**config.mk**
```make
export PLATFORM = sky130hd
export DESIGN_NAME = opq_operand_buffer_flat
export DESIGN_NICKNAME = d
export VERILOG_FILES = /design/src/source/opq_pkg.sv /design/src/source/opq_feed_if.sv /design/src/source/opq_fifo.sv /design/src/source/opq_operand_buffer.sv /design/src/flat_wrapper.sv
export VERILOG_INCLUDE_DIRS = /design/src /design/src/include
export SDC_FILE = /design/constraint.sdc
export NUM_CORES = 1
export LEC_CHECK = 0
export BUFFER_PORTS_ARGS = -buffer_cell sky130_fd_sc_hd__buf_2
export CORE_MARGIN = 2
export CORE_UTILIZATION = 50
export CTS_CLUSTER_SIZE = 20
export DETAILED_ROUTE_END_ITERATION = 8
export MAX_ROUTING_LAYER = met4
export PLACE_DENSITY = 0.77
export SYNTH_ARGS = -nofsm -noshare
export SYNTH_HDL_FRONTEND = slang
export SYNTH_HIERARCHICAL = 1
export SYNTH_SLANG_ARGS = --single-unit
```
**constraint.sdc**
```tcl
create_clock -name clk_i -period 2.76 [get_ports clk_i]
set_input_delay 0.414 -clock clk_i [delete_from_list [all_inputs] [get_ports clk_i]]
set_output_delay 0.414 -clock clk_i [all_outputs]
set_load 0.05 [all_outputs]
```
**src/include/opq_settings.svh**
```systemverilog
// Operand queue build settings: word width, buffer depths, consumer count, count width

`ifndef OPQ_SETTINGS_SVH
`define OPQ_SETTINGS_SVH

// Operand word width in bits
`define OPQ_DATA_W 64

// Command FIFO depth
`define OPQ_CMD_DEPTH 2

// Operand FIFO depth and read credit limit
`define OPQ_DATA_DEPTH 2

// Number of consumer ready bits
`define OPQ_NR_CONSUMERS 2

// Width of the per-command element count
`define OPQ_ELEM_CNT_W 8

`endif

```
**src/source/opq_pkg.sv**
```systemverilog
// Operand queue types and conversion helper functions
`include "opq_settings.svh"

package opq_pkg;

  // Log2 of the number of bytes in one operand word
  localparam int unsigned OPQ_WORD_BYTES_LOG = $clog2(`OPQ_DATA_W / 8);

  typedef logic [`OPQ_DATA_W-1:0]     opq_word_t;
  typedef logic [`OPQ_ELEM_CNT_W-1:0] opq_elem_cnt_t;

  // Source element width, encoded as log2 of the byte count
  typedef enum logic [1:0] {
    EW8  = 2'd0,
    EW16 = 2'd1,
    EW32 = 2'd2,
    EW64 = 2'd3
  } opq_eew_e;

  typedef enum logic [2:0] {
    CONV_NONE  = 3'd0,
    CONV_SEXT2 = 3'd1,
    CONV_ZEXT2 = 3'd2,
    CONV_SEXT4 = 3'd3,
    CONV_ZEXT4 = 3'd4,
    CONV_SEXT8 = 3'd5,
    CONV_ZEXT8 = 3'd6
  } opq_conv_e;

  typedef enum logic {
    FU_ALU  = 1'b0,
    FU_MFPU = 1'b1
  } opq_target_e;

  typedef struct packed {
    opq_conv_e     conv;
    opq_eew_e      eew;
    opq_elem_cnt_t elem_count;
    opq_target_e   target;
  } opq_cmd_t;

  // Log2 of the widening factor
  // Pairs whose widened element exceeds a word behave as pass-through
  function automatic int unsigned opq_factor_log(opq_eew_e eew, opq_conv_e conv);
    int unsigned flog;
    case (conv)
      CONV_SEXT2, CONV_ZEXT2: flog = 1;
      CONV_SEXT4, CONV_ZEXT4: flog = 2;
      CONV_SEXT8, CONV_ZEXT8: flog = 3;
      default:                flog = 0;
    endcase
    if (int'(eew) + flog > OPQ_WORD_BYTES_LOG) flog = 0;
    return flog;
  endfunction

  function automatic logic opq_conv_signed(opq_conv_e conv);
    return conv inside {CONV_SEXT2, CONV_SEXT4, CONV_SEXT8};
  endfunction

endpackage

```
**src/source/opq_feed_if.sv**
```systemverilog
// Feed interface from the command and operand buffers to the output control
`timescale 1ns/1ns

interface opq_feed_if import opq_pkg::*; ();

  // Command FIFO head
  opq_cmd_t  cmd;
  logic      cmd_valid;
  logic      cmd_pop;

  // Operand FIFO head
  opq_word_t operand;
  logic      operand_valid;
  logic      operand_pop;

  modport cmd_src (
    output cmd, cmd_valid,
    input  cmd_pop
  );

  modport data_src (
    output operand, operand_valid,
    input  operand_pop
  );

  modport sink (
    input  cmd, cmd_valid, operand, operand_valid,
    output cmd_pop, operand_pop
  );

endinterface

```
**src/source/opq_fifo.sv**
```systemverilog
// Generic first-word-visible FIFO with flush
`timescale 1ns/1ns

module opq_fifo #(
  parameter int unsigned DEPTH  = 2,
  parameter type         DATA_T = logic
) (
  input  logic  clk_i,
  input  logic  rst_ni,
  input  logic  flush_i,
  input  DATA_T data_i,
  input  logic  push_i,
  output DATA_T data_o,
  input  logic  pop_i,
  output logic  full_o,
  output logic  empty_o
);

  localparam int unsigned PTR_W = (DEPTH > 1) ? $clog2(DEPTH) : 1;
  localparam int unsigned CNT_W = $clog2(DEPTH + 1);

  DATA_T            mem_q [DEPTH];
  logic [PTR_W-1:0] rd_ptr_q, wr_ptr_q;
  logic [CNT_W-1:0] usage_q;
  logic             do_push, do_pop;

  // Pointer increment with wrap at the last entry
  function automatic logic [PTR_W-1:0] next_ptr(logic [PTR_W-1:0] ptr);
    return (ptr == PTR_W'(DEPTH - 1)) ? '0 : ptr + 1'b1;
  endfunction

  assign full_o  = (usage_q == CNT_W'(DEPTH));
  assign empty_o = (usage_q == '0);
  assign data_o  = mem_q[rd_ptr_q];
  assign do_push = push_i & ~full_o;
  assign do_pop  = pop_i & ~empty_o;

  always_ff @(posedge clk_i or negedge rst_ni) begin
    if (!rst_ni) begin
      rd_ptr_q <= '0;
      wr_ptr_q <= '0;
      usage_q  <= '0;
    end else if (flush_i) begin
      rd_ptr_q <= '0;
      wr_ptr_q <= '0;
      usage_q  <= '0;
    end else begin
      if (do_push) wr_ptr_q <= next_ptr(wr_ptr_q);
      if (do_pop) rd_ptr_q <= next_ptr(rd_ptr_q);
      usage_q <= usage_q + CNT_W'(do_push) - CNT_W'(do_pop);
    end
  end

  // Storage array
  always_ff @(posedge clk_i) begin
    if (do_push) mem_q[wr_ptr_q] <= data_i;
  end

endmodule

```
**src/source/opq_operand_buffer.sv**
```systemverilog
// Operand buffer: operand FIFO with the credit counter for issued reads
`timescale 1ns/1ns
`include "opq_settings.svh"

module opq_operand_buffer import opq_pkg::*; (
  input  logic            clk_i,
  input  logic            rst_ni,
  input  logic            flush_i,
  input  opq_word_t       operand_i,
  input  logic            operand_valid_i,
  input  logic            operand_issued_i,
  output logic            operand_queue_ready_o,
  opq_feed_if.data_src    feed
);

  localparam int unsigned CREDIT_W = $clog2(`OPQ_DATA_DEPTH + 1);

  logic                empty;
  logic [CREDIT_W-1:0] credit_d, credit_q;

  opq_fifo #(
    .DEPTH  (`OPQ_DATA_DEPTH),
    .DATA_T (opq_word_t)
  ) i_data_fifo (
    .clk_i   (clk_i),
    .rst_ni  (rst_ni),
    .flush_i (flush_i),
    .data_i  (operand_i),
    .push_i  (operand_valid_i),
    .data_o  (feed.operand),
    .pop_i   (feed.operand_pop),
    .full_o  (),
    .empty_o (empty)
  );

  assign feed.operand_valid = ~empty;

  // Reads in flight plus words held, so every issued read has a free slot
  always_comb begin
    credit_d = credit_q;
    if (operand_issued_i) credit_d = credit_d + 1'b1;
    if (feed.operand_pop) credit_d = credit_d - 1'b1;
    if (flush_i) credit_d = '0;
  end

  always_ff @(posedge clk_i or negedge rst_ni) begin
    if (!rst_ni) credit_q <= '0;
    else         credit_q <= credit_d;
  end

  assign operand_queue_ready_o = (credit_q < CREDIT_W'(`OPQ_DATA_DEPTH));

endmodule

```
**src/flat_wrapper.sv**
```systemverilog
// flat-port wrapper written by rule: the top's interface ports become plain ports
module opq_operand_buffer_flat import opq_pkg::*;
  (clk_i, rst_ni, flush_i, operand_i, operand_valid_i, operand_issued_i, operand_queue_ready_o, feed_operand, feed_operand_valid, feed_operand_pop);
  opq_feed_if feed_i ();
  input  logic clk_i;
  input  logic rst_ni;
  input  logic flush_i;
  input  opq_word_t operand_i;
  input  logic operand_valid_i;
  input  logic operand_issued_i;
  output logic operand_queue_ready_o;
  output wire logic [$bits(feed_i.operand)-1:0] feed_operand;
  output wire logic [$bits(feed_i.operand_valid)-1:0] feed_operand_valid;
  input wire logic [$bits(feed_i.operand_pop)-1:0] feed_operand_pop;
  assign feed_operand = feed_i.operand;
  assign feed_operand_valid = feed_i.operand_valid;
  assign feed_i.operand_pop = feed_operand_pop;
  opq_operand_buffer u_core (.clk_i(clk_i), .rst_ni(rst_ni), .flush_i(flush_i), .operand_i(operand_i), .operand_valid_i(operand_valid_i), .operand_issued_i(operand_issued_i), .operand_queue_ready_o(operand_queue_ready_o), .feed(feed_i));
endmodule
```
==> metrics.cfg <==
[setup_path]
cp-startpoint = u_core/i_data_fifo/rd_ptr_q$_DFFE_PN0P_
cp_max_fo = 39
crit_path_start_kind = register
worstReg2RegStart = u_core/i_data_fifo/usage_q[0]$_DFF_PN0_
crit_type = reg2out
regToRegSetupSlack_ns = 0.82
critical_path_arrival_ns = 1.94
crit_required_ns = 2.35
cp-end-kind = output pin

[synthesis]
netlist_instances = 237
yosysWarningCount = 6
synth-seq-area-share_pct = 79.98
synth_xor_xnor_area_share_pct = 0.5262
synthMuxAreaShare_pct = 14.43
avgSynthCellArea_sq_um = 21.07
synth_compound_area_share_pct = 0.4510
synth-seq-cells = 134
ys_types = 26
synthSimpleGateAreaFrac_pct = 2.280
synth_top_family_by_area = multiplexers
synth_area_sq_um = 4994
synth_fa_ha_area_share_pct = 0.5011
syn-num-nets = 309

[route]
via_count = 2637
drc = 0
routedWlPerCell_microns = 16.28
routed_via_density = 4.892
first_iter_violations = 138
drt-pass1-iter-count = 4
wirelength_mm = 8.776
antenna_left = 0

[worst_hold_path]
hp-start = operand_i[32]
hold_path_class = in2reg

[floorplan]
coreArea_sq_um = 9729
dieWidth_microns = 103.9
initial_core_util_pct = 51.32
dieArea_sq_um = 10800
rows = 36
io_pins = 136
die_y_microns = 103.9

[run_status]
status = finished clean

[placed_design]
dp_hpwl_mm = 5.879
dp.cells = 505
finalWeightedCongestion = 0.7131
io_buffer_count = 135
dp_slack_ns = 0.7481

[clock_tree]
cts_buffers = 17
root_buffer = clkbuf_8
path_clk_slew_ns = 0.06
cts_tree = yes
clk_latency_ns = 0.52
cts_htree_levels = 4
clock_sinks = 134
cts_buffer_depth = 2
cts_setup_buffers = 0

[sta]
skew_ns = 0.007519
slew_violations = 0
setup_ws_ns = 0.4029
min_period_ns = 2.357
max_clock_freq_mhz = 424.3
setup-violations-final = 0
hold_viol = 0
tightest_slew_ns = 0.5209
rsz0062_at_grt = false
period_share_pct = 85.40
tns_ns = 0
timing.slew.headroom_pct = 65.27

[grt]
overflow = 0
antenna_found_initial = 1
track_usage_pct = 17.89
grt_max_degree = 40
grt_pass1_wl_mm = 13.99
grt_pass1_vias = 2813

[run]
max-cap-violations = 0

[final_layout]
fin_cells = 539
finalNetCount = 464
drive_gt1_share_pct = 59.75
final_common_cell = buf_2
fillers = 706
final_cell_mix = 135 x buf_2, 128 x edfxtp_1, 64 x mux2_2
synthToLayoutAreaGrowth_pct = 29.29

[power]
clockPowerShare_pct = 31.1
combPwrFrac_pct = 33.4
leakagePower_nw = 2.482
p_sw_w = 0.002680
swShare_pct = 35.74
vdd_drop_max_uv = 496.4
power.density_nw_per_um2 = 1161
p_int_w = 0.004818
seqPwrFrac_pct = 35.5

layout make-up:
cell class                 count  area [sq um]  share of cell area, %
sequential                   134          3995                  61.88
inverter                       6         22.52                 0.3488
antenna                        1         2.502                0.03876
timing repair buffer         143         738.2                  11.43
clock buffer                  17         414.1                  6.415
tap                          133         166.4                  2.578
clock inverter                15         209.0                  3.236
multi-input combinational     90         908.4                  14.07
cell families (layout without fill, tap and decap cells):
group,Yosys count,after routing
flops,134,134
compound gates,4,4
xor+xnor,3,3
buf+inv,13,181
simple gates,17,17
other cells,0,1
mux,64,64
fa+ha+maj,2,2
critical path, cell delays in order, from the launching register on:
cell and delay (ns):
dfrtp_2 0.35, buf_4 0.44, mux2_2 0.42, buf_2 0.21
metal layers:
layer  vias up  track usage, %  share of wire [%]
li1       1245               -                  -
met2        98           29.23                 51
met5         -               -                  0
met1      1280           20.44                 41
met3        14           5.639                6.3
met4         0           7.819                1.4
synth_stat cells:
library cell	count	area, sq um
dfrtp_1	6	150.1
ha_1	2	25.02
and3b_1	1	8.760
o21a_1	1	7.510
nor3b_2	2	25.02
nor2b_1	1	6.260
mux2_2	64	720.7
buf_6	5	56.30
and3_2	1	7.510
inv_1	5	18.77
nor3_2	1	10.01
a21oi_1	1	5.000
xnor2_1	1	8.760
nand2b_2	1	8.760
buf_4	1	7.510
or3_1	1	6.260
xor2_1	2	17.52
edfxtp_1	128	3844
buf_2	1	5.000
inv_2	1	3.750
o21ai_1	1	5.000
o21ai_0	1	5.000
and2_1	2	12.51
nand2_1	1	3.750
nor3_1	2	10.01
nor2_1	4	15.01
per-stage QoR:
stage	instance area, sq um	utilization [%]	total power, W	hold WS (ns)
2_1_floorplan	4994	-	0.004726	0.1184
3_3_place_gp	5821	59.83	0.005185	0.2463
3_5_place_dp	5821	59.83	0.005222	0.2496
4_1_cts	6454	66.33	0.007574	0.05290
5_1_grt	6456	66.36	0.007776	0.05757
6_report	6456	66.36	0.007497	0.08459
power groups by stage:
stage	logic [W]	registers (W)	clock network, W
finish	0.00250	0.00266	0.00233
global route	0.00262	0.00269	0.00246
CTS	0.00253	0.00267	0.00238
detailed placement	0.00252	0.00271	0
global placement	0.00250	0.00268	0
floorplan	0.00204	0.00269	0
worst paths after layout:
check | to | cells after the start
min | u_core/i_data_fifo/mem_q[0][32]$_DFFE_PP_ | 1
min in group asynchronous | u_core/credit_q[1]$_DFF_PN0_ | 2
min reg2reg | u_core/i_data_fifo/wr_ptr_q$_DFFE_PN0P_ | 2
max | feed_operand[36] | 3
max in group asynchronous | u_core/i_data_fifo/rd_ptr_q$_DFFE_PN0P_ | 2
max reg2reg | u_core/i_data_fifo/mem_q[0][56]$_DFFE_PP_ | 5
registers in the layout, summed over array words and instances, names as in the netlist:
register / count
u_core/i_data_fifo/mem_q: 128
u_core/credit_q: 2
u_core/i_data_fifo/wr_ptr_q: 1
u_core/i_data_fifo/rd_ptr_q: 1
u_core/i_data_fifo/usage_q: 2
repair_timing:
action | in CTS | in global routing
resized for setup | 0 | 0
hold buffers | 1 | 0
hold endpoints to repair | 6 | 0
Note: power is estimated with default switching activity, not from simulation.
