<file path="config.mk">
export PLATFORM = sky130hd
export DESIGN_NAME = opq_fifo
export DESIGN_NICKNAME = d
export VERILOG_FILES = /design/src/source/opq_fifo.sv
export SDC_FILE = /design/constraint.sdc
export NUM_CORES = 1
export LEC_CHECK = 0
export BUFFER_PORTS_ARGS = -buffer_cell sky130_fd_sc_hd__buf_2
export CORE_AREA = 2 2 39 41
export DETAILED_ROUTE_END_ITERATION = 8
export DIE_AREA = 0 0 41 43
export GPL_ROUTABILITY_DRIVEN = 0
export PLACE_DENSITY = 0.47
export SYNTH_ARGS = -nofsm -noshare
export SYNTH_HDL_FRONTEND = slang
export SYNTH_SLANG_ARGS = --single-unit
</file>
<file path="constraint.sdc">
create_clock -name clk_i -period 1.4 [get_ports clk_i]
set_input_delay 0.07 -clock clk_i [delete_from_list [all_inputs] [get_ports clk_i]]
set_output_delay 0.07 -clock clk_i [all_outputs]
set_load 0.02 [all_outputs]
</file>
<file path="src/source/opq_fifo.sv">
// Generic first-word-visible FIFO with flush
`timescale 1ns/1ns

module opq_fifo #(
  parameter int unsigned DEPTH  = 2,
  parameter type         DATA_T = logic
) (
  input  logic  clk_i,
  input  logic  rst_ni,
  input  logic  flush_i,
  input  DATA_T data_i,
  input  logic  push_i,
  output DATA_T data_o,
  input  logic  pop_i,
  output logic  full_o,
  output logic  empty_o
);

  localparam int unsigned PTR_W = (DEPTH > 1) ? $clog2(DEPTH) : 1;
  localparam int unsigned CNT_W = $clog2(DEPTH + 1);

  DATA_T            mem_q [DEPTH];
  logic [PTR_W-1:0] rd_ptr_q, wr_ptr_q;
  logic [CNT_W-1:0] usage_q;
  logic             do_push, do_pop;

  // Pointer increment with wrap at the last entry
  function automatic logic [PTR_W-1:0] next_ptr(logic [PTR_W-1:0] ptr);
    return (ptr == PTR_W'(DEPTH - 1)) ? '0 : ptr + 1'b1;
  endfunction

  assign full_o  = (usage_q == CNT_W'(DEPTH));
  assign empty_o = (usage_q == '0);
  assign data_o  = mem_q[rd_ptr_q];
  assign do_push = push_i & ~full_o;
  assign do_pop  = pop_i & ~empty_o;

  always_ff @(posedge clk_i or negedge rst_ni) begin
    if (!rst_ni) begin
      rd_ptr_q <= '0;
      wr_ptr_q <= '0;
      usage_q  <= '0;
    end else if (flush_i) begin
      rd_ptr_q <= '0;
      wr_ptr_q <= '0;
      usage_q  <= '0;
    end else begin
      if (do_push) wr_ptr_q <= next_ptr(wr_ptr_q);
      if (do_pop) rd_ptr_q <= next_ptr(rd_ptr_q);
      usage_q <= usage_q + CNT_W'(do_push) - CNT_W'(do_pop);
    end
  end

  // Storage array
  always_ff @(posedge clk_i) begin
    if (do_push) mem_q[wr_ptr_q] <= data_i;
  end

endmodule

</file>
==> results.yml, run 1 <==
place:
  hpwl_um: 435
  place_ws_ps: -204
  dp_cells: 56
  port_buffers: 8
sta:
  rsz0062_at_grt: "true"
  finalCritPeriodShare: 1.14
  finalWorstPathRequiredPeriod_ps: 1600
  clock_skew_ps: 8.61
  hold_slack_ps: 62.1
  setup-violations-final: 1
  slew_violations: 0
  hold_viol: 0
  tightestPinTransition_ps: 175
  timing.final.ws_setup_ps: -199
  slew_headroom: 0.883
  fmax_ghz: 0.626
synthesis:
  yosys.cell_types.count: 19
  netlist_top_cells_area: "dfrtp_1 33%, edfxtp_1 20%, ha_1 8.3%"
  ys_ff_latch: 6
  synth_fp_nets: 36
  synthCells: 28
  synth_largest_area_cell: "dfrtp_1"
  synth_area_um2: 302
  avgSynthCellArea_um2: 10.8
  yosysSeqAreaShare: 0.531
  synth_top_cell_area_share: 0.332
  ys_warn_count: 0
route:
  wl_per_cell_um: 9.86
  vias: 271
  drc: 0
  antenna_left: 0
  first_iter_violations: 1
  wl_um: 641
  firstDrtPassIters: 4
  vias_per_cell: 4.17
grt:
  antenna_found_initial: 0
  overflow: 0
  grt_use_total: 0.0979
  grt_pass1_wl_mm: 1.01
  grt_pass1_vias: 243
  grt_max_degree: 5
setup_path:
  worstPathMaxFanout: 3
  worst-setup-path-type: "register to register"
  slowest_stage: "dfrtp_1"
  slowest_delay_ps: 420
  startpoint_type: "register"
  r2r_start: "usage_q[1]"
  cp_cell_sequence: "o21a_1 > ha_1 > inv_2 > ha_4 > xor2_2 > and2_1 > nor3_1"
  cp-end-kind: "register"
  crit_start: "usage_q[1]"
  required_ps: 1560
  crit_arrival_ps: 1760
floorplanning:
  die_y_um: 43
  die_x_um: 41
  rows: 14
  initial_core_util: 0.218
  pin_count: 9
  core-area_um2: 1380
  die-area_um2: 1760
clock_network:
  cts.path.max_buffers: 2
  cts_sinks: 6
  clock_latency_ps: 250
  numCtsBuffers: 3
  cts_root_buf: "clkbuf_4"
  path_clk_slew_ps: 40
  cts_tree: "yes"
  htree_levels: 1
layout:
  drive_above_1_share: 0.531
  nFillCells: 143
  fin_cells: 65
  final_util: 0.356
  n_antenna_cell: 0
  syn_to_final_growth_pct: 63.5
  nets: 58
pwr:
  peakVddDrop_mv: 0.856
  finalPower_mw: 0.976
  p_leak_nw: 0.252
  powerDensity_nw_per_um2: 1980
hold_path:
  hold_start: "flush_i"
  hold_class: "primary input to register"
status:
  outcome: "finished with violations"
  violations: "negative setup slack"
run:
  drv_cap: 0
Yosys cell counts (all sizes together):
cell type	count
o21ai	1
a21oi	1
inv	4
nand2b	1
xor2	1
nand2	1
and2	1
nor2	3
dfrtp	4
nor2b	1
mux2	1
edfxtp	2
ha	2
nor3	1
or3	1
xnor2	1
o21a	1
and3	1
metal layers:
| layer | up-vias | routed length [µm] | track usage |
|---|---|---|---|
| met5 | - | 0 | 0 |
| met4 | 0 | 12 | 0.0600 |
| met3 | 2 | 46 | 0.0942 |
| met2 | 7 | 342 | 0.125 |
| met1 | 129 | 239 | 0.0980 |
| li1 | 133 | - | - |
what timing repair did:
action,CTS,global route
hold buffers,2,0
pin swaps,0,0
gates resized for setup,1,5
setup buffers,2,1
endpoints found under the setup margin,2,2
hold endpoints to repair,6,0
gates cloned,0,0
cells in the final DEF (no fill, tap or decap), drive strengths merged:
cell,count
buf,15
dfrtp,4
clkbuf,4
inv,4
nor2,3
dlygate4sd3,2
edfxtp,2
ha,2
nand2b,1
nand2,1
or3,1
mux2,1
o21a,1
nor2b,1
xor2,1
and2,1
nor3,1
and3,1
xnor2,1
o21ai,1
a21oi,1
kinds of logic (layout without fill, tap and decap cells):
family / count (synthesis) / after routing / synth area share
flops: 6 / 6 / 0.531
xor+xnor: 2 / 2 / 0.0581
compound gates: 3 / 3 / 0.0581
simple gates: 10 / 10 / 0.183
buf+inv: 4 / 25 / 0.0498
fa+ha+maj: 2 / 2 / 0.0830
mux: 1 / 1 / 0.0373
stage by stage:
stage	setup TNS, ps	instance area [µm²]
floorplan	-140	302
detailed placement	-209	392
global placement	-195	392
finish	-199	493
global route	-245	493
CTS	-184	455
final timing paths:
path	endpoint	slack [ps]	depth (start not counted)
max	usage_q[1]	-200	7
max in group asynchronous	usage_q[1]	1120	2
min reg2reg	rd_ptr_q	570	2
min in group asynchronous	rd_ptr_q	150	2
min	usage_q[0]	60	2
max reg2reg	usage_q[1]	-200	7
final cells by class:
| type | count | area, µm² | area share |
|---|---|---|---|
| flip-flops and latches | 6 | 160 | 0.325 |
| multi-input cells | 18 | 159 | 0.322 |
| repair buffers | 17 | 113 | 0.228 |
| clock buffers | 4 | 26.3 | 0.0533 |
| well taps | 16 | 20.0 | 0.0406 |
| inverters | 4 | 15.0 | 0.0305 |
registers in the layout (all words and copies together) (netlist names):
register,flops
mem_q,2
usage_q,2
rd_ptr_q,1
wr_ptr_q,1
worst max-delay path: cells and delay by family (launching register included):
| kind | cells | cell delay (ps) |
|---|---|---|
| flops | 1 | 420 |
| fa+ha+maj | 2 | 440 |
| compound gates | 1 | 210 |
| simple gates | 2 | 260 |
| buf+inv | 1 | 40 |
| xor+xnor | 1 | 140 |
power breakdown:
| part | total [mW] | switching [mW] | internal, mW |
|---|---|---|---|
| clock network | 0.180 | 0.0712 | 0.108 |
| logic | 0.517 | 0.221 | 0.296 |
| registers | 0.279 | 0.0454 | 0.234 |
| total | 0.976 | 0.338 | 0.638 |
No activity file was read; power rests on OpenSTA's default activity.
==> run 2: changes to the inputs <==
RECOVER_POWER = 100   (was default)
==> run 2 against run 1 <==
The flow still finishes with violations (negative setup slack). Count of clock-buffer cells in the layout did not move. Wire length down 0.31%. Clock power hardly changed. Register-to-register slack about the same. Via count did not move. First-iteration DRC count unchanged. Final area decreased by 0.25%. Cell count unchanged. Critical path depth unchanged. Non-clock buffer count is the same. Maximum frequency stayed put. Power barely moved. Critical path type unchanged.
==> results.yml, run 2 (synthesis gave the netlist of run 1 again) <==
route:
  antenna_left: 0
  wl_per_cell_um: 9.83
  vias: 271
  drc: 0
  wl_um: 639
  first_iter_violations: 1
  firstDrtPassIters: 4
  vias_per_cell: 4.17
sta:
  clock_skew_ps: 8.61
  setup-violations-final: 1
  slew_violations: 0
  timing.final.ws_setup_ps: -199
  hold_viol: 0
  hold_slack_ps: 61.9
  fmax_ghz: 0.626
  rsz0062_at_grt: "true"
  finalCritPeriodShare: 1.14
  slew_headroom: 0.851
  finalWorstPathRequiredPeriod_ps: 1600
  tightestPinTransition_ps: 223
place:
  placed_area_um2: 392
  hpwl_um: 435
  port_buffers: 8
layout:
  final_cell_area_um2: 492
  reg.largest.list: "mem_q: 2 flops, usage_q: 2 flops"
  syn_to_final_growth_pct: 63.1
  n_antenna_cell: 0
  final_util: 0.355
  final_cell_mix: "7 x buf_2, 7 x buf_4, 4 x dfrtp_1"
  nFillCells: 144
  nets: 58
  drive_above_1_share: 0.510
floorplanning:
  rows: 14
  die_y_um: 43
  die_x_um: 41
  pin_count: 9
  die-area_um2: 1760
  core-area_um2: 1380
  initial_core_util: 0.218
setup_path:
  crit_arrival_ps: 1760
  cp-end-kind: "register"
  startpoint_type: "register"
  worstPathMaxFanout: 3
  cp_cell_sequence: "o21a_1 > ha_1 > inv_2 > ha_4 > xor2_2 > and2_1 > nor3_1"
  slowest_stage: "dfrtp_1"
  crit_family: "adder cells"
  worst-setup-path-type: "register to register"
  required_ps: 1560
  slowest_delay_ps: 420
  crit_buf_inv: 1
grt:
  antenna_found_initial: 0
  grt_max_degree: 5
  grt_pass1_vias: 243
  overflow: 0
  grt_pass1_wl_mm: 1.01
  grt_use_total: 0.0979
pwr:
  seq_power_share: 0.286
  peakVddDrop_mv: 0.856
  p_leak_nw: 0.249
  p_comb_frac: 0.530
  sw_frac_of_total: 0.346
  powerDensity_nw_per_um2: 1980
  finalPower_mw: 0.975
  intPower_mw: 0.638
  power.share.clock: 0.184
  netSwitchingPower_mw: 0.338
hold_path:
  hold_class: "primary input to register"
clock_network:
  htree_levels: 1
  cts_root_buf: "clkbuf_4"
  cts_sinks: 6
  cts_tree: "yes"
  path_clk_slew_ps: 40
  cts.path.max_buffers: 2
  clock_latency_ps: 250
  numCtsBuffers: 3
run:
  drv_cap: 0
status:
  outcome: "finished with violations"
  violations: "negative setup slack"
run 2: cell count changes in the layout (fill, tap and decap cells not counted), sizes merged:
cell    previous run  this run
buf               15        14
clkbuf             4         5
run 2: routing by layer:
metal / routed length, µm / vias to the layer above / track usage
li1: - / 133 / -
met1: 237 / 129 / 0.0980
met2: 342 / 7 / 0.125
met3: 46 / 2 / 0.0942
met4: 12 / 0 / 0.0600
met5: 0 / - / 0
run 2: repair_timing:
item                                    in CTS  in global routing
buffers inserted                             2                  1
hold buffers                                 2                  0
endpoints found under the setup margin       2                  2
resized for setup                            1                  5
hold endpoints to repair                     6                  0
run 2: metrics by stage:
stage / setup slack, ps / setup TNS (ps) / instances
after floorplan: -140 / -140 / 28
after global placement: -187 / -195 / 56
after detailed placement: -204 / -209 / 56
after CTS: -177 / -184 / 64
after global routing: -234 / -245 / 65
final: -199 / -199 / 65
run 2: layout make-up:
type,count,area [µm²],area share
clock buffers,4,26.3,0.0534
inverters,4,15.0,0.0305
multi-input cells,18,159,0.323
flip-flops and latches,6,160,0.326
well taps,16,20.0,0.0407
repair buffers,17,111,0.226
run 2: power by group through the flow:
| stage | registers [mW] | clock network [mW] | logic [mW] |
|---|---|---|---|
| global route | 0.284 | 0.202 | 0.573 |
| CTS | 0.270 | 0.186 | 0.421 |
| global placement | 0.275 | 0 | 0.371 |
| detailed placement | 0.275 | 0 | 0.378 |
| floorplan | 0.269 | 0 | 0.234 |
| finish | 0.279 | 0.180 | 0.516 |
run 2: final timing paths:
kind                                 start         end  slack, ps  cells after the start
worst max-delay path            usage_q[1]  usage_q[1]       -200                      7
worst min-delay path               flush_i  usage_q[0]         60                      2
worst max register to register  usage_q[1]  usage_q[1]       -200                      7
worst min register to register    rd_ptr_q    rd_ptr_q        570                      2
max in group asynchronous           rst_ni  usage_q[1]       1020                      2
min in group asynchronous           rst_ni    rd_ptr_q        180                      2
==> run 3: changes to the inputs <==
--- a/config.mk
+++ b/config.mk
@@ -9,2 +9,3 @@
 export CORE_AREA = 2 2 39 41
+export CTS_CLUSTER_SIZE = 20
 export DETAILED_ROUTE_END_ITERATION = 8
==> constraint.sdc (replaced) <==
create_clock -name clk_i -period 1.4 [get_ports clk_i]
set_input_delay 0.21 -clock clk_i [delete_from_list [all_inputs] [get_ports clk_i]]
set_output_delay 0.21 -clock clk_i [all_outputs]
set_load 0.02 [all_outputs]
==> run 3 against run 2 <==
The flow still finishes with violations (negative setup slack). Die area did not move. Cell count fell by 1.5%. Final area fell by 1.0%. Combinational power rose by 3%. Worst setup slack improved by 0.60 ps. Critical path depth did not move. Register-to-register slack barely moved. Non-clock buffer count fell by 1. Highest routed layer unchanged.
==> results.yml, run 3 (synthesis gave the netlist of run 1 again) <==
setup_path:
  r2r_slack_ps: -200
  worst-setup-path-type: "register to register"
  required_ps: 1560
  slowest_delay_ps: 420
  cp-end-kind: "register"
  crit_buf_inv: 1
  startpoint_type: "register"
  worstPathMaxFanout: 3
  crit_family: "adder cells"
  r2r_start: "usage_q[1]"
  crit_start: "usage_q[1]"
  crit_arrival_ps: 1760
  slowest_stage: "dfrtp_1"
  cp_cell_sequence: "o21a_1 > ha_1 > inv_2 > ha_4 > xor2_2 > and2_1 > nor3_1"
layout:
  n_antenna_cell: 0
  syn_to_final_growth_pct: 61.4
  multi_input_area_um2: 161
  final_cell_area_um2: 487
  drive_above_1_share: 0.542
  nets: 57
  nFillCells: 144
  layout_commonest_cell: "buf_4"
  reg.largest.list: "mem_q: 2 flops, usage_q: 2 flops"
  ff_latch_area_um2: 160
  final_cell_mix: "8 x buf_4, 6 x buf_2, 4 x dfrtp_1"
clock_network:
  cts_root_buf: "clkbuf_4"
  path_clk_slew_ps: 50
  cts_tree: "yes"
  numCtsBuffers: 3
  cts.path.max_buffers: 2
  cts_sinks: 6
  htree_levels: 1
  clock_latency_ps: 250
sta:
  rsz0062_at_grt: "true"
  finalWorstPathRequiredPeriod_ps: 1600
  slew_violations: 0
  tightestPinTransition_ps: 223
  tns_ps: -198
  finalCritPeriodShare: 1.14
  timing.final.ws_setup_ps: -198
  clock_skew_ps: 8.45
  hold_viol: 0
  slew_headroom: 0.851
  setup-violations-final: 1
  hold_slack_ps: 145
  fmax_ghz: 0.626
route:
  firstDrtPassIters: 4
  antenna_left: 0
  drc: 0
  wl_per_cell_um: 9.75
  wl_um: 624
  vias_per_cell: 4.23
  first_iter_violations: 1
  vias: 271
grt:
  overflow: 0
  grt_use_total: 0.0979
  grt_max_degree: 5
  grt_pass1_wl_mm: 1.01
  grt_pass1_vias: 243
  antenna_found_initial: 0
floorplanning:
  initial_core_util: 0.218
  pin_count: 9
  die-area_um2: 1760
  die_x_um: 41
  rows: 14
  core-area_um2: 1380
  die_y_um: 43
pwr:
  netSwitchingPower_mw: 0.341
  powerDensity_nw_per_um2: 2040
  power.share.clock: 0.180
  peakVddDrop_mv: 0.854
  intPower_mw: 0.650
  finalPower_mw: 0.992
  sw_frac_of_total: 0.344
  p_leak_nw: 0.247
  p_comb_frac: 0.538
  seq_power_share: 0.282
hold_path:
  hold_class: "primary input to register"
  hold_start: "data_i"
run:
  drv_cap: 0
place:
  placed_area_um2: 392
  hpwl_um: 435
  place_ws_ps: -204
  port_buffers: 8
status:
  violations: "negative setup slack"
  outcome: "finished with violations"
-- run 3: changes by cell type in the layout (fill, tap and decap cells not counted), sizes merged --
cell,change
dlygate4sd3,-1
-- run 3: layer usage --
layer	part of all wire	vias up	track usage	wire length (µm)
li1	-	131	-	-
met1	0.37	132	0.0980	230
met2	0.54	6	0.125	339
met3	0.067	2	0.0942	42
met4	0.019	0	0.0600	12
met5	0	-	0	0
-- run 3: cell type report --
type | instances | area share
clock buffer | 4 | 0.0540
inverter | 4 | 0.0308
multi-input combinational | 18 | 0.332
sequential | 6 | 0.329
tap | 16 | 0.0411
timing repair buffer | 16 | 0.213
-- run 3: timing repair --
action / 4_1_cts / 5_1_grt
endpoints found under the setup margin: 2 / 3
resized for setup: 1 / 7
setup buffers: 2 / 1
hold endpoints to repair: 4 / 0
pin swaps: 0 / 0
hold buffers: 1 / 0
-- run 3: final timing paths --
check | to | cells past startpoint
max reg2reg | usage_q[1] | 7
min in group asynchronous | rd_ptr_q | 2
max | usage_q[1] | 7
min | mem_q[0] | 1
min reg2reg | rd_ptr_q | 2
max in group asynchronous | usage_q[1] | 2
-- run 3: stage by stage --
stage          utilization  instances
2_1_floorplan            -         28
3_3_place_gp         0.283         56
3_5_place_dp         0.283         56
4_1_cts              0.322         63
5_1_grt              0.352         64
6_report             0.352         64
-- run 3: power groups by stage --
stage,Sequential [mW],Clock (mW),Combinational [mW]
3_5_place_dp,0.275,0,0.378
6_report,0.279,0.178,0.534
4_1_cts,0.270,0.186,0.419
5_1_grt,0.284,0.202,0.590
3_3_place_gp,0.275,0,0.371
2_1_floorplan,0.269,0,0.234
