**config.mk**
```make
export PLATFORM = sky130hd
export DESIGN_NAME = opq_output_ctrl_flat
export DESIGN_NICKNAME = d
export VERILOG_FILES = /design/src/source/opq_pkg.sv /design/src/source/opq_feed_if.sv /design/src/source/opq_output_ctrl.sv /design/src/flat_wrapper.sv
export VERILOG_INCLUDE_DIRS = /design/src /design/src/include
export SDC_FILE = /design/constraint.sdc
export NUM_CORES = 1
export LEC_CHECK = 0
export ABC_AREA = 1
export BUFFER_PORTS_ARGS = -buffer_cell sky130_fd_sc_hd__buf_2
export CAP_MARGIN = 15
export CORE_ASPECT_RATIO = 1.2
export CORE_UTILIZATION = 44
export DETAILED_ROUTE_END_ITERATION = 12
export MAX_ROUTING_LAYER = met4
export PLACE_DENSITY_LB_ADDON = 0.05
export SYNTH_ARGS = -nofsm -noshare
export SYNTH_HDL_FRONTEND = slang
export SYNTH_SLANG_ARGS = --single-unit
export TNS_END_PERCENT = 10
```
**constraint.sdc**
```tcl
create_clock -name clk_i -period 7.6 [get_ports clk_i]
set_clock_uncertainty 0.2 [all_clocks]
set_input_delay 1.52 -clock clk_i [delete_from_list [all_inputs] [get_ports clk_i]]
set_output_delay 1.52 -clock clk_i [all_outputs]
set_load 0.1 [all_outputs]
```
**src/include/opq_settings.svh**
```systemverilog
// Operand queue build settings: word width, buffer depths, consumer count, count width

`ifndef OPQ_SETTINGS_SVH
`define OPQ_SETTINGS_SVH

// Operand word width in bits
`define OPQ_DATA_W 64

// Command FIFO depth
`define OPQ_CMD_DEPTH 2

// Operand FIFO depth and read credit limit
`define OPQ_DATA_DEPTH 2

// Number of consumer ready bits
`define OPQ_NR_CONSUMERS 2

// Width of the per-command element count
`define OPQ_ELEM_CNT_W 8

`endif

```
**src/source/opq_pkg.sv**
```systemverilog
// Operand queue types and conversion helper functions
`include "opq_settings.svh"

package opq_pkg;

  // Log2 of the number of bytes in one operand word
  localparam int unsigned OPQ_WORD_BYTES_LOG = $clog2(`OPQ_DATA_W / 8);

  typedef logic [`OPQ_DATA_W-1:0]     opq_word_t;
  typedef logic [`OPQ_ELEM_CNT_W-1:0] opq_elem_cnt_t;

  // Source element width, encoded as log2 of the byte count
  typedef enum logic [1:0] {
    EW8  = 2'd0,
    EW16 = 2'd1,
    EW32 = 2'd2,
    EW64 = 2'd3
  } opq_eew_e;

  typedef enum logic [2:0] {
    CONV_NONE  = 3'd0,
    CONV_SEXT2 = 3'd1,
    CONV_ZEXT2 = 3'd2,
    CONV_SEXT4 = 3'd3,
    CONV_ZEXT4 = 3'd4,
    CONV_SEXT8 = 3'd5,
    CONV_ZEXT8 = 3'd6
  } opq_conv_e;

  typedef enum logic {
    FU_ALU  = 1'b0,
    FU_MFPU = 1'b1
  } opq_target_e;

  typedef struct packed {
    opq_conv_e     conv;
    opq_eew_e      eew;
    opq_elem_cnt_t elem_count;
    opq_target_e   target;
  } opq_cmd_t;

  // Log2 of the widening factor
  // Pairs whose widened element exceeds a word behave as pass-through
  function automatic int unsigned opq_factor_log(opq_eew_e eew, opq_conv_e conv);
    int unsigned flog;
    case (conv)
      CONV_SEXT2, CONV_ZEXT2: flog = 1;
      CONV_SEXT4, CONV_ZEXT4: flog = 2;
      CONV_SEXT8, CONV_ZEXT8: flog = 3;
      default:                flog = 0;
    endcase
    if (int'(eew) + flog > OPQ_WORD_BYTES_LOG) flog = 0;
    return flog;
  endfunction

  function automatic logic opq_conv_signed(opq_conv_e conv);
    return conv inside {CONV_SEXT2, CONV_SEXT4, CONV_SEXT8};
  endfunction

endpackage

```
**src/source/opq_feed_if.sv**
```systemverilog
// Feed interface from the command and operand buffers to the output control
`timescale 1ns/1ns

interface opq_feed_if import opq_pkg::*; ();

  // Command FIFO head
  opq_cmd_t  cmd;
  logic      cmd_valid;
  logic      cmd_pop;

  // Operand FIFO head
  opq_word_t operand;
  logic      operand_valid;
  logic      operand_pop;

  modport cmd_src (
    output cmd, cmd_valid,
    input  cmd_pop
  );

  modport data_src (
    output operand, operand_valid,
    input  operand_pop
  );

  modport sink (
    input  cmd, cmd_valid, operand, operand_valid,
    output cmd_pop, operand_pop
  );

endinterface

```
**src/source/opq_output_ctrl.sv**
```systemverilog
// Output control: element counter, source slot pointer and buffer pops
`timescale 1ns/1ns
`include "opq_settings.svh"

module opq_output_ctrl import opq_pkg::*; (
  input  logic                         clk_i,
  input  logic                         rst_ni,
  input  logic                         flush_i,
  opq_feed_if.sink                     feed,
  input  logic [`OPQ_NR_CONSUMERS-1:0] operand_ready_i,
  output logic [2:0]                   slot_o,
  output logic                         operand_valid_o,
  output opq_target_e                  operand_target_o
);

  localparam int unsigned CNT_W = `OPQ_ELEM_CNT_W;

  logic [2:0]    slot_d, slot_q;
  opq_elem_cnt_t count_d, count_q;
  logic          transfer;
  int unsigned   step_log;
  logic [3:0]    slot_sum;
  logic [3:0]    slots_per_word;
  logic [CNT_W:0] count_sum;
  logic          word_done;
  logic          cmd_done;

  assign operand_valid_o  = feed.cmd_valid & feed.operand_valid;
  assign operand_target_o = feed.cmd.target;
  assign slot_o           = slot_q;
  assign transfer         = operand_valid_o & (|operand_ready_i);

  ////////////////////////////////////////////////////////////////////////////
  // Advance per output word

  // Source elements consumed by one output word, log2
  assign step_log = OPQ_WORD_BYTES_LOG - int'(feed.cmd.eew)
                    - opq_factor_log(feed.cmd.eew, feed.cmd.conv);

  assign slots_per_word = 4'(1 << (OPQ_WORD_BYTES_LOG - int'(feed.cmd.eew)));
  assign slot_sum       = {1'b0, slot_q} + 4'(1 << step_log);
  assign word_done      = (slot_sum >= slots_per_word);

  assign count_sum = {1'b0, count_q} + (CNT_W + 1)'(1 << step_log);
  assign cmd_done  = (count_sum >= {1'b0, feed.cmd.elem_count});

  ////////////////////////////////////////////////////////////////////////////
  // Pop decisions and next state

  always_comb begin
    slot_d           = slot_q;
    count_d          = count_q;
    feed.cmd_pop     = 1'b0;
    feed.operand_pop = 1'b0;

    if (transfer) begin
      slot_d           = word_done ? 3'd0 : slot_sum[2:0];
      count_d          = count_sum[CNT_W-1:0];
      feed.operand_pop = word_done || (feed.cmd.conv == CONV_NONE);

      // Last elements of the command, the next one starts on a fresh word
      if (cmd_done) begin
        feed.operand_pop = 1'b1;
        feed.cmd_pop     = 1'b1;
        slot_d           = '0;
        count_d          = '0;
      end
    end

    if (flush_i) begin
      slot_d  = '0;
      count_d = '0;
    end
  end

  always_ff @(posedge clk_i or negedge rst_ni) begin
    if (!rst_ni) begin
      slot_q  <= '0;
      count_q <= '0;
    end else begin
      slot_q  <= slot_d;
      count_q <= count_d;
    end
  end

endmodule

```
**src/flat_wrapper.sv**
```systemverilog
// flat-port wrapper written by rule: the top's interface ports become plain ports
module opq_output_ctrl_flat import opq_pkg::*;
  (clk_i, rst_ni, flush_i, operand_ready_i, slot_o, operand_valid_o, operand_target_o, feed_cmd, feed_cmd_valid, feed_operand, feed_operand_valid, feed_cmd_pop, feed_operand_pop);
  opq_feed_if feed_i ();
  input  logic clk_i;
  input  logic rst_ni;
  input  logic flush_i;
  input  logic [`OPQ_NR_CONSUMERS-1:0] operand_ready_i;
  output logic [2:0] slot_o;
  output logic operand_valid_o;
  output opq_target_e operand_target_o;
  input wire logic [$bits(feed_i.cmd)-1:0] feed_cmd;
  input wire logic [$bits(feed_i.cmd_valid)-1:0] feed_cmd_valid;
  input wire logic [$bits(feed_i.operand)-1:0] feed_operand;
  input wire logic [$bits(feed_i.operand_valid)-1:0] feed_operand_valid;
  output wire logic [$bits(feed_i.cmd_pop)-1:0] feed_cmd_pop;
  output wire logic [$bits(feed_i.operand_pop)-1:0] feed_operand_pop;
  assign feed_i.cmd = feed_cmd;
  assign feed_i.cmd_valid = feed_cmd_valid;
  assign feed_i.operand = feed_operand;
  assign feed_i.operand_valid = feed_operand_valid;
  assign feed_cmd_pop = feed_i.cmd_pop;
  assign feed_operand_pop = feed_i.operand_pop;
  opq_output_ctrl u_core (.clk_i(clk_i), .rst_ni(rst_ni), .flush_i(flush_i), .feed(feed_i), .operand_ready_i(operand_ready_i), .slot_o(slot_o), .operand_valid_o(operand_valid_o), .operand_target_o(operand_target_o));
endmodule
```
==> flow_metrics.env, run 1 <==
export IMPL_clock_sinks=11
export IMPL_synth_top_flop_cell="dfrtp_1"
export IMPL_async_flop_share_pct=100
export IMPL_dieArea_sq_mm=0.00361
export IMPL_finalSetupTns_ps=0
export IMPL_syn_to_final_growth_pct=18.5
export IMPL_drc=0
export IMPL_post_cts_buffers=0
export IMPL_r2r_end="u_core.count_q[6]$_DFFE_PN0P_"
export IMPL_ios=92
export IMPL_yosys_warnings=0
export IMPL_antenna_cells=0
export IMPL_clk_pin_slew_worst_paths_ps=60
export IMPL_grt_pass1_vias=1356
export IMPL_rsz0062_at_grt="no"
export IMPL_grt_max_degree=12
export IMPL_worst_path_max_delay_cell="fa_2"
export IMPL_min_path_type="flip-flop to flip-flop"
export IMPL_dp_hpwl_mm=2.75
export IMPL_ant_nets=0
export IMPL_grt_overflow_total=0
export IMPL_pwr_share_comb_pct=58.3
export IMPL_post_route_min_period_ps=7330
export IMPL_htree_levels=1
export IMPL_arrival_ps=5610
export IMPL_final_hold_violation_count=0
export IMPL_wl_per_cell_microns=11.2
export IMPL_sequentialPowerShare_pct=26.0
export IMPL_criticalPathCategory="primary input to output port"
export IMPL_numCtsBuffers=3
export IMPL_vias=1378
export IMPL_grtUsageTotal_pct=20.8
export IMPL_rrSetupSlack_ps=4710
export IMPL_cellLeakagePower_nw=1.08
export IMPL_power_switching_share_pct=45.1
export IMPL_final_hold_worst_slack_ps=296
export IMPL_synth_avg_cell_area_sq_um=7.11
export IMPL_intPower_mw=0.133
export IMPL_vias_per_cell=4.97
export IMPL_grt_pass1_wl_mm=5.46
export IMPL_totalWireLength_mm=3.10
export IMPL_hp_start="u_core.count_q[3]$_DFFE_PN0P_"
export IMPL_p_sw_mw=0.110
export IMPL_insertion_delay_ps=260
export IMPL_worstSetupStartpointType="primary input"
export IMPL_place_congestion=0.861
export IMPL_cts_tree="yes"
export IMPL_required_ps=5880
export IMPL_placed_area_sq_mm=0.00170
export IMPL_nFillCells=311
export IMPL_drive_gt1_share_pct=23.7
export IMPL_max_vdd_ir_drop_v=0.000139
export IMPL_setup_violations_final=0
export IMPL_drt_iter0_markers=20
export IMPL_postCtsHoldBufs=0
export IMPL_synth_seq_cells=11
export IMPL_fmax_mhz=137
export IMPL_crit_fanout=10
export IMPL_report_final_slew_viol_count=0
export IMPL_clockBufferDepth=2
export IMPL_syn_instance_count=209
export IMPL_numPortBuffers=25
export IMPL_critPathMaxStageDelay_ps=560
export IMPL_min_to="u_core.count_q[3]$_DFFE_PN0P_"
export IMPL_synth_edf_count=0
export IMPL_die_w_microns=55.0
export IMPL_multi_input_area_sq_mm=0.00108
export IMPL_pwr_share_clk_pct=15.7
export IMPL_nets=355
export IMPL_first_pass_iters=4
export IMPL_design_area_sq_mm=0.00176
export IMPL_die_h_microns=65.6
export IMPL_worstHoldPathCells=2
export IMPL_antenna_found_initial=0
export IMPL_status="completed"
export IMPL_reg2regPathDepth=18
export IMPL_initial_core_util_pct=47.3
export IMPL_power_density_mw_per_mm2=138
export IMPL_seq_area_frac_synth_pct=18.5
export IMPL_max_cap_violations=0
export IMPL_seq_area_sq_um=275
export IMPL_cp_end_kind="output port"
export IMPL_synth_cell_type_count=29
export IMPL_core_area_sq_mm=0.00314
export IMPL_rows=22
export IMPL_netlist_area_sq_mm=0.00149
export IMPL_rr_startpoint="u_core.count_q[0]$_DFFE_PN0P_"
export IMPL_post_route_period_util_pct=96.4
export IMPL_clock_root_buffer="clkbuf_4"
synthesized netlist by cell type (2+ instances only):
cell / instances / area share [%]
nand2_1: 56 / 14
inv_1: 37 / 9.4
ha_1: 25 / 21
nand3_1: 16 / 5.4
dfrtp_1: 11 / 19
nor2_1: 11 / 2.8
a21oi_1: 7 / 2.4
nor2_4: 5 / 3.8
xor2_1: 5 / 2.9
inv_2: 4 / 1.0
nor3_1: 4 / 1.3
o21bai_1: 4 / 2.0
fa_1: 3 / 4.0
nor2_2: 3 / 1.3
a21o_1: 2 / 1.0
nand2_2: 2 / 0.84
nand4_1: 2 / 0.84
how the worst max path moves through the flow:
stage | from | endpoint | slack (ps) | cells past startpoint
3_3_place_gp | feed_cmd[12] | feed_operand_pop | 250 | 29
5_1_grt | feed_cmd[12] | feed_operand_pop | 10 | 29
2_1_floorplan | feed_cmd[12] | feed_operand_pop | 70 | 26
6_report | feed_cmd[12] | feed_operand_pop | 270 | 29
4_1_cts | feed_cmd[12] | feed_operand_pop | 130 | 29
3_5_place_dp | feed_cmd[12] | feed_operand_pop | 150 | 29
area by class of cell:
cell class | instances | share of cell area (%)
Clock buffer | 4 | 1.49
Inverter | 43 | 9.45
Multi-Input combinational cell | 157 | 61.6
Sequential cell | 11 | 15.6
Tap cell | 36 | 2.56
Timing Repair Buffer | 26 | 9.24
power groups by stage:
stage | combinational [mW] | sequential (mW) | clock (mW)
finish | 0.142 | 0.0631 | 0.0380
global route | 0.162 | 0.0633 | 0.0437
CTS | 0.137 | 0.0631 | 0.0403
detailed placement | 0.136 | 0.0643 | 0
global placement | 0.130 | 0.0641 | 0
floorplan | 0.0984 | 0.0669 | 0
worst max-delay path, delay by kind of cell:
family / cells / cell delay, ps
fa+ha+maj: 6 / 1780
simple gates: 13 / 1220
buf+inv: 6 / 560
xor+xnor: 2 / 300
compound gates: 2 / 230
kinds of logic after synthesis:
kind of cell,Yosys count,synth area share [%]
xor gates and xnor gates,7,4.63
DFF,11,18.5
buffers and inverters,44,11.7
and+or+nand+nor,101,32.0
AOI/OAI and AO/OA,17,7.75
adders and majority gates,28,25.1
other,1,0.252
through the flow:
stage,setup slack (ps),power [mW],utilization (%),cells
CTS,134,0.241,55.0,277
global route,9.67,0.269,56.1,277
finish,274,0.243,56.1,277
global placement,253,0.194,54.1,273
detailed placement,149,0.201,54.1,273
floorplan,65.1,0.165,-,212
repair_timing:
item | CTS | global route
resized for setup | 0 | 8
hold endpoints to repair | 0 | 0
setup endpoints to repair | 0 | 2
layout by cell type, fill, tap and decap left out, types with 2 or more instances in the layout:
master    netlist  routed
inv_2           4       4
nor2_1         11       9
xor2_1          5       4
a21o_1          2       2
ha_1           25      25
a21oi_1         7       7
o21bai_1        4       4
buf_12          0       2
nor2_2          3       5
nor3_2          0       2
nand2_1        56      55
clkbuf_4        0       3
nand2_2         2       3
dfrtp_1        11      11
buf_2           0      23
inv_1          37      37
nor3_1          4       2
nor2_4          5       5
nand4_1         2       2
conb_1          1       4
nand3_1        16      16
fa_2            0       2
state kept, by name, summed over array words and instances (netlist names):
signal	count
u_core.count_q	8
u_core.slot_o	3
routing by layer:
metal  track usage [%]  part of all wire, %  vias to the layer above
li1                  -                    -                      716
met1              23.0                   43                      637
met2              38.9                   53                       23
met3              3.70                  3.5                        2
met4              1.88                 0.26                        0
met5                 -                    0                        -
Note: power is estimated with default switching activity, not from simulation.
==> inputs of run 2 (changes only) <==
==> constraint.sdc (replaced) <==
create_clock -name clk_i -period 7.6 [get_ports clk_i]
set_clock_uncertainty 0.2 [all_clocks]
set_input_delay 0.38 -clock clk_i [delete_from_list [all_inputs] [get_ports clk_i]]
set_output_delay 0.38 -clock clk_i [all_outputs]
set_load 0.1 [all_outputs]
==> flow_metrics.env, run 2 (synthesis results as in run 1) <==
export IMPL_syn_to_final_growth_pct=14.2
export IMPL_clk_pin_slew_worst_paths_ps=70
export IMPL_core_area_sq_mm=0.00314
export IMPL_cellLeakagePower_nw=1.07
export IMPL_cp_end_kind="output port"
export IMPL_relSlewSlack_pct=59.8
export IMPL_postCtsHoldBufs=1
export IMPL_die_h_microns=65.6
export IMPL_nets=355
export IMPL_die_w_microns=55.0
export IMPL_power_density_mw_per_mm2=136
export IMPL_totalWireLength_mm=2.99
export IMPL_dieArea_sq_mm=0.00361
export IMPL_largest_register="u_core.count_q"
export IMPL_max_cap_violations=0
export IMPL_numCtsBuffers=3
export IMPL_hp_start="flush_i"
export IMPL_final_hold_violation_count=0
export IMPL_drt_iter0_markers=16
export IMPL_setup_violations_final=0
export IMPL_largest_reg_flops=8
export IMPL_pwr_share_clk_pct=16.6
export IMPL_antenna_cells=0
export IMPL_mostFrequentLayoutCells="nand2_1 (56), inv_1 (37), ha_1 (25), buf_2 (25), nand3_1 (16)"
export IMPL_max_vdd_ir_drop_v=0.000108
export IMPL_fmax_mhz=186
export IMPL_p_sw_mw=0.104
export IMPL_min_to="u_core.count_q[1]$_DFFE_PN0P_"
export IMPL_clock_sinks=11
export IMPL_antenna_found_initial=0
export IMPL_clock_root_buffer="clkbuf_4"
export IMPL_finalSetupTns_ps=0
export IMPL_rrSetupSlack_ps=4630
export IMPL_post_route_period_util_pct=70.6
export IMPL_wl_met2_mm=1.50
export IMPL_intPower_mw=0.127
export IMPL_crit_path_start="feed_cmd[12]"
export IMPL_cts_resized=0
export IMPL_min_path_type="primary input to flip-flop"
export IMPL_cts_tree="yes"
export IMPL_grt_max_degree=12
export IMPL_dr_wl_met3_microns=105
export IMPL_grt_pass1_vias=1250
export IMPL_ant_nets=0
export IMPL_worstHoldPathCells=4
export IMPL_crit_top_cell="nand2_1"
export IMPL_final_common_cell="nand2_1"
export IMPL_clockBufferDepth=2
export IMPL_htree_levels=1
export IMPL_arrival_ps=4790
export IMPL_post_cts_buffers=0
export IMPL_worst_path_max_delay_cell="fa_1"
export IMPL_grt_pass1_wl_mm=5.18
export IMPL_criticalPathCategory="primary input to output port"
export IMPL_rsz0062_at_grt="no"
export IMPL_vias=1314
export IMPL_wl_met1_mm=1.39
export IMPL_grt_overflow_total=0
export IMPL_insertion_delay_ps=260
export IMPL_r2r_end="u_core.slot_o[0]$_DFFE_PN0P_"
export IMPL_status="completed"
export IMPL_pwr_share_comb_pct=55.9
export IMPL_top_layer="met3"
export IMPL_grtUsageTotal_pct=19.8
export IMPL_worstSetupStartpointType="primary input"
export IMPL_drive_gt1_share_pct=19.9
export IMPL_power_switching_share_pct=45.0
export IMPL_wl_per_cell_microns=10.8
export IMPL_post_route_min_period_ps=5370
export IMPL_place_congestion=0.894
export IMPL_worst_pin_slew_ps=599
export IMPL_vias_per_cell=4.74
export IMPL_dp_hpwl_mm=2.65
export IMPL_final_hold_worst_slack_ps=267
export IMPL_initial_core_util_pct=47.3
export IMPL_ios=92
export IMPL_numPortBuffers=25
export IMPL_report_final_slew_viol_count=0
export IMPL_sequentialPowerShare_pct=27.4
export IMPL_required_ps=7020
export IMPL_crit_fanout=10
export IMPL_rows=22
export IMPL_reg2regPathDepth=15
export IMPL_first_pass_iters=4
export IMPL_critPathMaxStageDelay_ps=530
export IMPL_rr_startpoint="u_core.count_q[0]$_DFFE_PN0P_"
export IMPL_drc=0
==> run 2: cell types whose count changed in the layout (fill, tap and decap cells not counted), moves of 2 or more <==
cell,previous run,this run
buf_12,2,0
fa_2,2,0
fa_1,1,3
nor2_1,9,11
nor2_2,5,3
nor3_2,2,0
buf_2,23,25
nor3_1,2,4
==> run 2: how the worst max path moves through the flow <==
stage | to | slack, ps | cells past startpoint
final | feed_operand_pop | 2230 | 28
after CTS | feed_operand_pop | 2200 | 28
after global placement | feed_operand_pop | 2290 | 28
after detailed placement | feed_operand_pop | 2190 | 28
after global routing | feed_operand_pop | 1870 | 28
after floorplan | feed_cmd_pop | 2000 | 26
==> run 2: power by group through the flow <==
stage               Sequential [mW]  Combinational, mW  Clock (mW)
finish                       0.0632              0.129      0.0384
global route                 0.0634              0.148      0.0433
CTS                          0.0632              0.130      0.0397
detailed placement           0.0643              0.129           0
global placement             0.0642              0.125           0
floorplan                    0.0669             0.0981           0
==> run 2: critical path: cells and delay by family <==
kind	cells	cell delay [ps]
fa+ha+maj	5	1610
xor+xnor	2	310
buf+inv	6	780
compound gates	2	200
simple gates	13	1520
==> run 2: metal layers <==
layer,GRT usage (%),up-vias
met2,35.2,20
li1,-,717
met3,3.47,0
met1,23.9,577
met4,0.938,0
met5,-,-
==> run 2: area by class of cell <==
type                            instances  area (sq um)
Clock buffer                            4          26.3
Fill cell                             315          1440
Inverter                               43           166
Multi-Input combinational cell        157          1050
Sequential cell                        11           275
Tap cell                               36          45.0
Timing Repair Buffer                   26           135
==> run 2: metrics by stage <==
| step | power, mW | std cells | utilization (%) | area (sq um) | worst slack (ps) |
|---|---|---|---|---|---|
| after global placement | 0.189 | 272 | 52.9 | 1660 | 2290 |
| after floorplan | 0.165 | 212 | - | 1500 | 2000 |
| after CTS | 0.233 | 277 | 54.0 | 1700 | 2200 |
| after global routing | 0.254 | 277 | 54.0 | 1700 | 1870 |
| after detailed placement | 0.194 | 272 | 52.9 | 1660 | 2190 |
| final | 0.230 | 277 | 54.0 | 1700 | 2230 |
